==> src/common/adxl_frame_pkg.sv <==
// SPI frame timing constants for the ADXL355 frame reader
// index layout is {byte count, half-bit step nibble}, step = index >> 1
package adxl_frame_pkg;

  localparam int idx_w  = 8;         // frame index width
  localparam int step_w = idx_w - 1; // half-index width, one step per SCLK period

  localparam logic [3:0] end_nibble = 4'h6;  // low nibble of the end-of-frame index
  localparam logic [3:0] len_reset  = 4'd10; // frame length after reset, cmd byte included

  localparam logic [idx_w-1:0] csn_low_idx = idx_w'(1); // chip select falls here
  localparam logic [idx_w-1:0] sclk_on_idx = idx_w'(3); // SCLK starts toggling here

  localparam logic [step_w-1:0] cmd_load_step = step_w'(2);  // cmd byte enters MOSI shifter
  localparam logic [step_w-1:0] wr_skip_step  = step_w'(10); // cmd byte completes, no write
  localparam logic [step_w-1:0] x_step        = step_w'(18); // first data byte, x axis

  // every third data byte is the low accel byte of a 20-bit sample, dropped in 16-bit mode
  localparam logic [2:0][step_w-1:0] wr16_skip_steps = {
    step_w'(82),
    step_w'(58),
    step_w'(34)
  };

  localparam int replay_len = 6; // channel 1 bytes kept per frame

endpackage
==> src/common/spi_frame_if.sv <==
// Frame control bundle between sequencer, bit timer and the data path blocks
// seq and timer drive it, data and replay only read
`timescale 1ns/1ps

interface spi_frame_if;

  logic                             start;     // 1-clk, frame begins
  logic [7:0]                       cmd_byte;  // latched SPI command
  logic [3:0]                       bytes_len; // latched length incl cmd byte
  logic                             tag_latch; // 1-clk, pick next tag char
  logic [adxl_frame_pkg::idx_w-1:0] index;     // running frame index
  logic                             at_end;    // index parked at end of frame
  logic                             end_rise;  // 1-clk, index just reached the end
  logic                             sclk_en;   // SCLK gate
  logic                             csn;       // chip select, active low

  modport seq    (output start, cmd_byte, bytes_len, tag_latch, input at_end);
  modport timer  (input start, bytes_len, output index, at_end, end_rise, sclk_en, csn);
  modport data   (input start, cmd_byte, bytes_len, tag_latch, index, at_end, end_rise,
                  sclk_en, csn);
  modport replay (input index, end_rise);

endinterface

==> src/adxl_reader/adxl_seq_fsm.sv <==
// Frame sequencer, idle/active FSM with direct access grant
// latches cmd and len on sync and kicks off the bit timer
`timescale 1ns/1ps

module adxl_seq_fsm (
  input  logic       clk,
  input  logic       rst_n,
  input  logic       sync,    // frame request strobe
  input  logic       direct,  // direct access request
  input  logic       clk_en,
  input  logic [7:0] cmd,
  input  logic [3:0] len,
  output logic       direct_en,
  spi_frame_if.seq   spi
);

  typedef enum logic {st_idle, st_active} state_t;

  state_t state;
  logic   idle;

  assign idle      = (state == st_idle) && spi.at_end;
  assign spi.start = idle && sync && !direct_en; // sync ignored mid-frame or while granted

  always_ff @(posedge clk or negedge rst_n)
  begin
    if (!rst_n)
    begin
      state         <= st_idle;
      direct_en     <= 1'b0;
      spi.cmd_byte  <= '0;
      spi.bytes_len <= adxl_frame_pkg::len_reset;
      spi.tag_latch <= 1'b0;
    end
    else
    begin
      spi.tag_latch <= spi.start; // tag fifo picks its char one clk after start
      case (state)
        st_idle:
        begin
          if (spi.start)
          begin
            state         <= st_active;
            spi.cmd_byte  <= cmd;
            spi.bytes_len <= len;
          end
          else if (clk_en && idle)
            direct_en <= direct; // grant only changes between frames
        end
        st_active:
        begin
          if (spi.at_end)
            state <= st_idle;
        end
        default: state <= st_idle;
      endcase
    end
  end

  // a granted bus never has a frame running
  a_no_start_in_direct: assert property (@(posedge clk) disable iff (!rst_n)
    direct_en |-> spi.at_end);

endmodule

==> src/flat_wrapper.sv <==
// flat-port wrapper written by rule: the top's interface ports become plain ports
module adxl_seq_fsm_flat 
  (clk, rst_n, sync, direct, clk_en, cmd, len, direct_en, spi_start, spi_cmd_byte, spi_bytes_len, spi_tag_latch, spi_at_end);
  spi_frame_if spi_i ();
  input  logic clk;
  input  logic rst_n;
  input  logic sync;
  input  logic direct;
  input  logic clk_en;
  input  logic [7:0] cmd;
  input  logic [3:0] len;
  output logic direct_en;
  output wire logic [$bits(spi_i.start)-1:0] spi_start;
  output wire logic [$bits(spi_i.cmd_byte)-1:0] spi_cmd_byte;
  output wire logic [$bits(spi_i.bytes_len)-1:0] spi_bytes_len;
  output wire logic [$bits(spi_i.tag_latch)-1:0] spi_tag_latch;
  input wire logic [$bits(spi_i.at_end)-1:0] spi_at_end;
  assign spi_start = spi_i.start;
  assign spi_cmd_byte = spi_i.cmd_byte;
  assign spi_bytes_len = spi_i.bytes_len;
  assign spi_tag_latch = spi_i.tag_latch;
  assign spi_i.at_end = spi_at_end;
  adxl_seq_fsm u_core (.clk(clk), .rst_n(rst_n), .sync(sync), .direct(direct), .clk_en(clk_en), .cmd(cmd), .len(len), .direct_en(direct_en), .spi(spi_i));
endmodule
==> config.mk <==
export PLATFORM = sky130hd
export DESIGN_NAME = adxl_seq_fsm_flat
export DESIGN_NICKNAME = d
export VERILOG_FILES = /design/src/common/adxl_frame_pkg.sv /design/src/common/spi_frame_if.sv /design/src/adxl_reader/adxl_seq_fsm.sv /design/src/flat_wrapper.sv
export SDC_FILE = /design/constraint.sdc
export NUM_CORES = 1
export LEC_CHECK = 0
export ABC_AREA = 1
export BUFFER_PORTS_ARGS = -buffer_cell sky130_fd_sc_hd__buf_2
export CORE_UTILIZATION = 46
export CTS_CLUSTER_DIAMETER = 50
export DETAILED_ROUTE_END_ITERATION = 10
export HOLD_SLACK_MARGIN = 0.06
export PLACE_DENSITY = 0.82
export SLEW_MARGIN = 20
export SYNTH_ARGS = -nofsm -noshare
export SYNTH_HDL_FRONTEND = slang
export SYNTH_SLANG_ARGS = --single-unit
==> constraint.sdc <==
create_clock -name clk -period 2.2 [get_ports clk]
set_input_delay 0.33 -clock clk [delete_from_list [all_inputs] [get_ports clk]]
set_output_delay 0.33 -clock clk [all_outputs]
set_load 0.05 [all_outputs]
After elaboration in Yosys (flattened, before gate mapping)
Cells that the tools add are included.
{ "totals": {"ff_bits": 15, "out_inout_bits": 15} }
{ "op_classes": {"muxes": 3, "n_bitwise": 2, "n_reduce_logical": 7} }
{ "ops": {"columns": ["cell", "count"], "rows": [
  ["logical AND 1 bit", 4],
  ["AND reduction 3 bit", 1],
  ["2-to-1 mux 1 bit", 2],
  ["NOT 1 bit", 2],
  ["case mux 1 bit (2 select lines)", 1],
  ["AND reduction 2 bit", 1],
  ["zero test 1 bit", 1]
]} }

Longest topological paths before layout
Gate-level depths: netlist (run 1).
{ "logic_depth": {"ltp_word": 6, "ltp_mapped": 7, "depth_no_buf": 6} }

Least setup slack after synthesis (run 1)
No wires, ideal clock.
{ "synth_timing": {"path_kind": "register -> output", "start": "register u_core.direct_en", "end": "output port spi_start", "path_stages_with_launch": 7, "required_ps": 1870, "arrival_time_ps": 1331, "path_slack_ps": 539, "path_cell_list": "dfrtp_1 > inv_2 > nand2_2 > inv_2 > nand2_4 > buf_6 > inv_1"} }
{ "synth_via": {"elab_chain_len": 2} }
{ "synth_lines": {"columns": ["item", "line", "source"], "rows": [
  ["start, declared", "adxl_seq_fsm.sv:13", "output logic direct_en,"],
  ["start signal, assigned", "adxl_seq_fsm.sv:48", "direct_en <= direct;"],
  ["zero test 1 bit", "adxl_seq_fsm.sv:23", "assign spi.start = idle && sync && !direct_en;"],
  ["logical AND 1 bit", "adxl_seq_fsm.sv:23", null],
  ["end, declared", "flat_wrapper.sv:13", "output wire logic [$bits(spi_i.start)-1:0] spi_start;"]
]} }
No other way between the ends.

Worst setup path after layout (run 1)
Same ends and word-level chain as after synthesis.

==> results.json, run 1 <==
{
  "routed_wl_um": 1260,
  "synth_area_leaders": "dfrtp_1, nand2_1, nand3_1",
  "antennaDiodeCount": 0,
  "path_common_cell": "inv_2",
  "ys_seq_elements": 15,
  "hold_viol": 0,
  "rows": 13,
  "rr_worst_depth": 6,
  "drtIter0Drc": 5,
  "grt_overflow_total": 0,
  "avgRoutedWirePerCell_um": 10.5,
  "fin_crit_sh": 0.826,
  "yosysUniqueCellTypes": 12,
  "tritoncts": "done",
  "setup_slack_ns": 0.382,
  "crit_path_start_kind": "flip-flop",
  "setup_viol": 0,
  "nFillCells": 126,
  "yosysSeqAreaShare": 0.588,
  "hold_slack_ns": 0.262,
  "sequentialPowerShare": 0.356,
  "grt_usage": 0.198,
  "busiest_layer": "met2",
  "min_path_type": "in2reg",
  "insertion_delay_ns": 0.28,
  "power_density_nw_per_um2": 1500,
  "reg2reg_slack_ns": 1.11,
  "cellLeakagePower_nw": 0.508,
  "path_cells": "inv_2, nand2_2, inv_2, nand2_4, inv_1, buf_2",
  "synth_nets": 89,
  "skew_ns": 0.00169,
  "layout_commonest_cell": "buf_2",
  "r2r_start": "u_core.direct_en$_DFFE_PN0P_",
  "critPathArrivalTime_ns": 1.49,
  "r2r_end": "u_core.spi.cmd_byte[6]$_DFFE_PN0P_",
  "p_comb_frac": 0.519,
  "timing.critical_path.slowest_cell_delay_ns": 0.39,
  "final_cell_mix": "buf_2, nand2_1, nand3_1, dfrtp_1",
  "num-nets-final": 124,
  "die_area_um2": 1550,
  "drc": 0,
  "seqCellArea_um2": 378,
  "grtUsageMet1": 0.257,
  "synth.yosys.warnings": 0,
  "drive_above_1_share": 0.419,
  "p_int_w": 0.000593,
  "port_buffers": 32,
  "coreArea_um2": 1300,
  "yosys.area.top_type": "dfrtp_1",
  "vdd_drop_max_uv": 664,
  "crit_type": "reg2out",
  "slew_violations": 0,
  "start_util": 0.494,
  "gp_congestion": 0.645,
  "numCtsBuffers": 3,
  "min_path_cells": 3,
  "use_met3": 0.0511,
  "vias": 564,
  "yosysTopAreaCellShare": 0.506,
  "netSwitchingFraction": 0.519,
  "root_buffer": "clkbuf_4",
  "antenna_found_initial": 0,
  "num_io_pins": 33,
  "p_sw_w": 0.000640,
  "clkPwrFrac": 0.125,
  "worstHoldStart": "len[1]",
  "syn_inst": 71,
  "drv_cap": 0,
  "fin_tns_setup_ns": 0,
  "max_slew_margin": 0.773,
  "worst_pin_slew_ns": 0.340,
  "cts_sinks": 15,
  "pre_cts_slack_ns": 0.688,
  "status": "finished clean",
  "cts.reportedPaths.clkPinSlew_ns": 0.09,
  "slowest_stage": "dfrtp_1",
  "cp-end-kind": "primary output",
  "syn-cell-area_um2": 643,
  "drt_pre_antenna_iters": 2,
  "use_met2": 0.288,
  "post-route-min-period_ns": 1.82,
  "clock_tree.buffer_depth": 2,
  "via_per_inst": 4.70,
  "ant_nets": 0,
  "first_global_vias": 457,
  "cts_resized": 0,
  "dp_hpwl_um": 937,
  "synth_area_per_cell_um2": 9.06,
  "areaGrowthSynthToFinish_pct": 28.2,
  "rsz0062_at_grt": "no",
  "die-height_um": 39.4,
  "htree_num_levels": 1,
  "critPathMaxFanout": 14,
  "die_width_um": 39.4,
  "grt_pass1_wl_um": 1980,
  "fmax_mhz": 550,
  "multi_input_area_um2": 203,
  "worstPathRequired_ns": 1.87,
  "min_to": "u_core.spi.bytes_len[1]$_DFFE_PN1P_",
  "grt_max_degree": 16,
  "fin_util": 0.634
}
-- cell type report --
| class | instances | share of cell area |
|---|---|---|
| timing repair buffer | 33 | 0.206 |
| inverter | 7 | 0.0349 |
| sequential | 15 | 0.458 |
| tap | 15 | 0.0228 |
| multi-input combinational | 46 | 0.246 |
| clock buffer | 4 | 0.0319 |
-- worst max-delay path: cells and delay by family (launching register included) --
| kind | cells | cell delay, ns |
|---|---|---|
| buf+inv | 4 | 0.62 |
| flops | 1 | 0.39 |
| simple gates | 2 | 0.20 |
-- timing repair --
action,CTS,global route
hold buffers,1,0
setup buffers,0,0
endpoints found under the hold margin,13,0
-- layer usage --
metal / vias to the layer above / part of all wire
met2: 14 / 0.50
met1: 260 / 0.42
li1: 286 / -
met3: 4 / 0.047
met4: 0 / 0.025
met5: - / 0
-- power by group through the flow --
stage,Clock (W),Combinational (W),Sequential [W]
floorplan,0,0.000135,0.000815
global placement,0,0.000635,0.000445
detailed placement,0,0.000644,0.000444
CTS,0.000160,0.000645,0.000439
global route,0.000167,0.000683,0.000452
finish,0.000154,0.000640,0.000439
-- state kept, by name, indices dropped and copies added, names as in the netlist --
register and count:
u_core.spi.bytes_len 4, u_core.state 1, u_core.direct_en 1, u_core.spi.tag_latch 1, u_core.spi.cmd_byte 8
-- cells by family after synthesis --
family	synth area share
flops	0.588
buf+inv	0.0973
compound gates	0.00777
simple gates	0.307
-- cells in the mapped netlist --
library cell / instances
nand2_4: 1
nand2_2: 2
inv_2: 3
dfstp_2: 2
inv_4: 1
dfrtp_1: 13
nor2_1: 1
nand2_1: 28
nand3_1: 13
o21ai_0: 1
inv_1: 3
buf_6: 3
-- per-stage QoR --
stage / cells / total power, W / cell area (um^2)
floorplan: 71 / 0.000950 / 643
global placement: 115 / 0.00108 / 788
detailed placement: 115 / 0.00109 / 788
CTS: 120 / 0.00124 / 825
global route: 120 / 0.00130 / 825
finish: 120 / 0.00123 / 825
-- worst max path at each step --
stage	startpoint	to	slack [ns]	cells after the start
after global placement	sync	spi_start	0.73	6
after CTS	u_core.direct_en$_DFFE_PN0P_	spi_start	0.37	6
after detailed placement	u_core.direct_en$_DFFE_PN0P_	spi_start	0.69	6
after global routing	u_core.direct_en$_DFFE_PN0P_	spi_start	0.29	6
after floorplan	u_core.direct_en$_DFFE_PN0P_	spi_start	0.54	6
final	u_core.direct_en$_DFFE_PN0P_	spi_start	0.38	6
(Power assumes the default switching activity.)
==> inputs of run 2 (changes only) <==
Settings changed: ABC_AREA 1 to 0, CORE_UTILIZATION 46 to 42, PLACE_DENSITY 0.82 to 0.76.
Clock period 2.2 ns to 1.8 ns, I/O delays scaled along.
==> results.json, run 2 <==
{
  "synthArstFlopShare": 1.00,
  "cts.reportedPaths.clkPinSlew_ns": 0.09,
  "reg2reg_slack_ns": 0.42,
  "final_cell_mix": "buf_2, dfrtp_1, mux2_4",
  "drive_above_1_share": 0.750,
  "numCtsBuffers": 3,
  "synth_area_leaders": "dfrtp_1, mux2_4, dfstp_2",
  "via_per_inst": 4.84,
  "drv_cap": 0,
  "grt_pass1_wl_um": 1440,
  "critPathArrivalTime_ns": 1.44,
  "vias": 421,
  "drt_pre_antenna_iters": 2,
  "ant_nets": 0,
  "grt_usage": 0.140,
  "crit_type": "reg2out",
  "rsz0062_at_grt": "no",
  "antenna_found_initial": 0,
  "synth_flop_cell": "dfrtp_1",
  "coreArea_um2": 1350,
  "skew_ns": 0.0102,
  "reg_top3": "u_core.spi.cmd_byte (8), u_core.spi.bytes_len (4)",
  "root_buffer": "clkbuf_4",
  "yosys.cell_count.top_type": "dfrtp_1",
  "yosysUniqueCellTypes": 12,
  "die_area_um2": 1650,
  "status": "finished clean",
  "largest_reg_flops": 8,
  "areaGrowthSynthToFinish_pct": 32.3,
  "min_path_cells": 2,
  "avgRoutedWirePerCell_um": 11.4,
  "min_to": "u_core.spi.cmd_byte[3]$_DFFE_PN0P_",
  "worst_pin_slew_ns": 0.317,
  "netlist_top_cells_count": "dfrtp_1, mux2_4, mux2_2, dfstp_2",
  "num_io_pins": 33,
  "grt_overflow_total": 0,
  "r2r_end": "u_core.spi.cmd_byte[0]$_DFFE_PN0P_",
  "regMostFlops": "u_core.spi.cmd_byte",
  "first_global_vias": 365,
  "min_path_type": "in2reg",
  "worstHoldStart": "cmd[3]",
  "routed_wl_um": 994,
  "hold_viol": 0,
  "rr_worst_depth": 3,
  "insertion_delay_ns": 0.27,
  "layout_commonest_cell": "buf_2",
  "grtUsageMet1": 0.155,
  "syn-cell-area_um2": 628,
  "pre_cts_slack_ns": 0.343,
  "die-height_um": 40.7,
  "rows": 13,
  "post-route-min-period_ns": 1.71,
  "max_slew_margin": 0.788,
  "synth_nets": 53,
  "yosysTopAreaCellShare": 0.518,
  "setup_slack_ns": 0.0869,
  "power_density_nw_per_um2": 1880,
  "num-nets-final": 91,
  "yosys.area.top_type": "dfrtp_1",
  "drtIter0Drc": 1,
  "port_buffers": 32,
  "antennaDiodeCount": 0,
  "ys_seq_elements": 15,
  "cts_sinks": 15,
  "drc": 0,
  "worstPathRequired_ns": 1.53,
  "yosysSeqAreaShare": 0.602,
  "htree_num_levels": 1,
  "clock_tree.buffer_depth": 2,
  "cellLeakagePower_nw": 0.437,
  "vdd_drop_max_uv": 955,
  "use_met3": 0.0489,
  "fin_crit_sh": 0.952,
  "crit_path_start_kind": "flip-flop",
  "die_width_um": 40.7,
  "slew_violations": 0,
  "synth_edf_count": 0,
  "tritoncts": "done",
  "post-cts-setup-buffers": 0,
  "busiest_layer": "met2",
  "cp-end-kind": "primary output",
  "synth_area_per_cell_um2": 17.9,
  "syn_inst": 35,
  "start_util": 0.465,
  "gp_congestion": 0.625,
  "setup_viol": 0,
  "use_met2": 0.246,
  "grt_max_degree": 16,
  "r2r_start": "u_core.state$_DFF_PN0_",
  "fmax_mhz": 584,
  "synth.yosys.warnings": 0,
  "critPathMaxFanout": 11,
  "fin_tns_setup_ns": 0
}
run 2: cell families (layout without fill, tap and decap cells):
| group | after synthesis | count (layout) | synth area share |
|---|---|---|---|
| simple gates | 3 | 3 | 0.0518 |
| compound gates | 2 | 2 | 0.0279 |
| buf+inv | 3 | 40 | 0.0558 |
| mux | 12 | 12 | 0.263 |
| flops | 15 | 15 | 0.602 |
run 2: layer usage:
layer | vias to the layer above | wire length [um]
li1 | 198 | -
met2 | 25 | 451
met5 | - | 0
met1 | 198 | 444
met3 | 0 | 98
met4 | 0 | 0
run 2: area by class of cell:
cell class,instances,area (um^2)
clock buffer,3,22.5
clock inverter,1,5.00
fill,119,519
inverter,1,3.75
multi-input combinational,17,215
sequential,15,378
tap,15,18.8
timing repair buffer,35,188
run 2: where the power goes:
| group | total (W) | switching, W | leakage (nW) | internal (W) |
|---|---|---|---|---|
| registers | 0.000547 | 0.0000659 | 0.177 | 0.000482 |
| clock network | 0.000177 | 0.0000951 | 0.0177 | 0.0000821 |
| logic | 0.000835 | 0.000576 | 0.242 | 0.000259 |
run 2: worst max path at each step:
stage	start	end	slack (ns)	depth (start not counted)
global placement	u_core.state$_DFF_PN0_	spi_start	0.38	3
global route	u_core.state$_DFF_PN0_	spi_start	0.01	3
CTS	u_core.state$_DFF_PN0_	spi_start	0.04	3
detailed placement	u_core.state$_DFF_PN0_	spi_start	0.34	3
finish	u_core.state$_DFF_PN0_	spi_start	0.09	3
floorplan	u_core.direct_en$_DFFE_PN0P_	u_core.spi.bytes_len[0]$_DFFE_PN0P_	0.20	4
run 2: worst max-delay path, stage by stage (launching register included):
cell and delay, ns:
dfrtp_1 0.40, and4bb_1 0.31, buf_4 0.22, clkbuf_4 0.26
run 2: repair_timing:
action / 4_1_cts / 5_1_grt
hold buffers: 1 / 0
setup endpoints to repair: 0 / 1
endpoints found under the hold margin: 13 / 0
resized for setup: 0 / 1
run 2: through the flow:
stage	instance area [um^2]	util	hold WS (ns)	total power (W)	instances
finish	831	0.615	0.219	0.00156	87
global route	831	0.615	0.198	0.00165	87
CTS	828	0.614	0.212	0.00158	87
detailed placement	791	0.586	0.188	0.00139	82
global placement	791	0.586	0.181	0.00138	82
floorplan	628	-	-0.0256	0.00122	35
==> inputs of run 3 (changes only) <==
Settings changed: BUFFER_PORTS_ARGS -buffer_cell sky130_fd_sc_hd__buf_2 to default, CORE_UTILIZATION 42 to 40, DONT_BUFFER_PORTS from default to 1, PLACE_DENSITY 0.76 to 0.55.
==> results.json, run 3 (synthesis results as in run 2) <==
{
  "maxUsedRoutingLayer": "met3",
  "cp-end-kind": "primary output",
  "areaGrowthSynthToFinish_pct": 8.57,
  "dp_cells": 52,
  "status": "finished clean",
  "hold_viol": 0,
  "fin_tns_setup_ns": 0,
  "htree_num_levels": 1,
  "avgRoutedWirePerCell_um": 17.8,
  "post-route-min-period_ns": 1.70,
  "first_global_vias": 371,
  "drtIter0Drc": 0,
  "drt_pre_antenna_iters": 1,
  "gp_congestion": 0.661,
  "drv_cap": 0,
  "die-height_um": 41.6,
  "drive_above_1_share": 0.548,
  "root_buffer": "clkbuf_4",
  "regMostFlops": "u_core.spi.cmd_byte",
  "timing.critical_path.slowest_cell_delay_ns": 0.40,
  "cellLeakagePower_nw": 0.315,
  "die_width_um": 41.6,
  "rows": 13,
  "critPathMaxFanout": 11,
  "path_common_cell": "buf_4",
  "wl_met2_um": 530,
  "fin_cells": 57,
  "fmax_mhz": 590,
  "num-nets-final": 61,
  "dp_hpwl_um": 804,
  "routed_wl_um": 1010,
  "ant_nets": 0,
  "min_path_type": "in2reg",
  "worstPathRequired_ns": 1.53,
  "drc": 0,
  "path_cells": "and4bb_1, buf_4, buf_4",
  "grt_overflow_total": 0,
  "reg_top3": "u_core.spi.cmd_byte (8), u_core.spi.bytes_len (4)",
  "via_per_inst": 5.54,
  "skew_ns": 0.00542,
  "drt-met1-wl_um": 374,
  "largest_reg_flops": 8,
  "die_area_um2": 1730,
  "tritoncts": "done",
  "layout_commonest_cell": "dfrtp_1",
  "grt_usage": 0.137,
  "grt_max_degree": 16,
  "clock_tree.buffer_depth": 2,
  "fin_crit_sh": 0.942,
  "slowest_stage": "dfrtp_1",
  "antenna_found_initial": 0,
  "vias": 316,
  "num_io_pins": 33,
  "grt_pass1_wl_um": 1730,
  "start_util": 0.454,
  "wl_met3_um": 107,
  "worst_pin_slew_ns": 0.634,
  "cts_sinks": 15,
  "max_slew_margin": 0.576,
  "insertion_delay_ns": 0.27,
  "vdd_drop_max_uv": 806,
  "coreArea_um2": 1380,
  "critPathArrivalTime_ns": 1.43,
  "crit_path_start_kind": "flip-flop",
  "power_density_nw_per_um2": 2130,
  "cts.reportedPaths.clkPinSlew_ns": 0.09,
  "cts_resized": 0,
  "port_buffers": 0,
  "antennaDiodeCount": 0,
  "numCtsBuffers": 3,
  "setup_viol": 0,
  "slew_violations": 0,
  "crit_type": "reg2out",
  "final_cell_mix": "dfrtp_1, mux2_4, mux2_2, buf_4, clkbuf_4",
  "rsz0062_at_grt": "no"
}
## run 3: power by group
part	internal (W)	switching, W	leakage, nW
logic	0.000167	0.0000878	0.124
registers	0.000479	0.000534	0.177
clock network	0.0000858	0.0000987	0.0150
## run 3: repair_timing
item,CTS,global route
buffers inserted,0,0
hold endpoints to repair,15,0
hold buffers,1,0
## run 3: layer usage
| metal | track usage | up-vias |
|---|---|---|
| met4 | 0.0774 | 0 |
| met1 | 0.147 | 155 |
| met2 | 0.222 | 26 |
| met3 | 0.0609 | 0 |
| met5 | 0 | - |
| li1 | - | 135 |
## run 3: worst max-delay path, delay by kind of cell (launching register included)
family	cells	cell delay [ns]
and+or+nand+nor	1	0.30
DFF	1	0.40
buffers and inverters	2	0.45
## run 3: layout make-up
| cell class | count | area (um^2) |
|---|---|---|
| Timing Repair Buffer | 5 | 40.0 |
| Clock buffer | 4 | 26.3 |
| Sequential cell | 15 | 378 |
| Multi-Input combinational cell | 17 | 215 |
| Inverter | 1 | 3.75 |
| Tap cell | 15 | 18.8 |
| Fill cell | 126 | 701 |
## run 3: path summary, 6_finish.rpt
check	endpoint	slack (ns)	cells after the start	startpoint
max	spi_start	0.10	3	u_core.state$_DFF_PN0_
min	u_core.spi.bytes_len[0]$_DFFE_PN0P_	0.13	1	len[0]
max reg2reg	u_core.spi.cmd_byte[5]$_DFFE_PN0P_	0.44	3	u_core.state$_DFF_PN0_
min reg2reg	u_core.state$_DFF_PN0_	0.53	1	u_core.state$_DFF_PN0_
max in group asynchronous	u_core.spi.tag_latch$_DFF_PN0_	0.94	1	rst_n
min in group asynchronous	u_core.spi.bytes_len[0]$_DFFE_PN0P_	0.45	1	rst_n
## run 3: stage by stage
stage          utilization  hold slack (ns)  setup WS [ns]  total power (W)  area [um^2]
2_1_floorplan            -          -0.0256          0.200          0.00122          628
3_3_place_gp         0.467          -0.0253          0.435          0.00126          646
3_5_place_dp         0.467          -0.0253          0.405          0.00127          646
4_1_cts              0.493            0.121         0.0736          0.00147          682
5_1_grt              0.493            0.117         0.0204          0.00151          682
6_report             0.493            0.133          0.104          0.00145          682
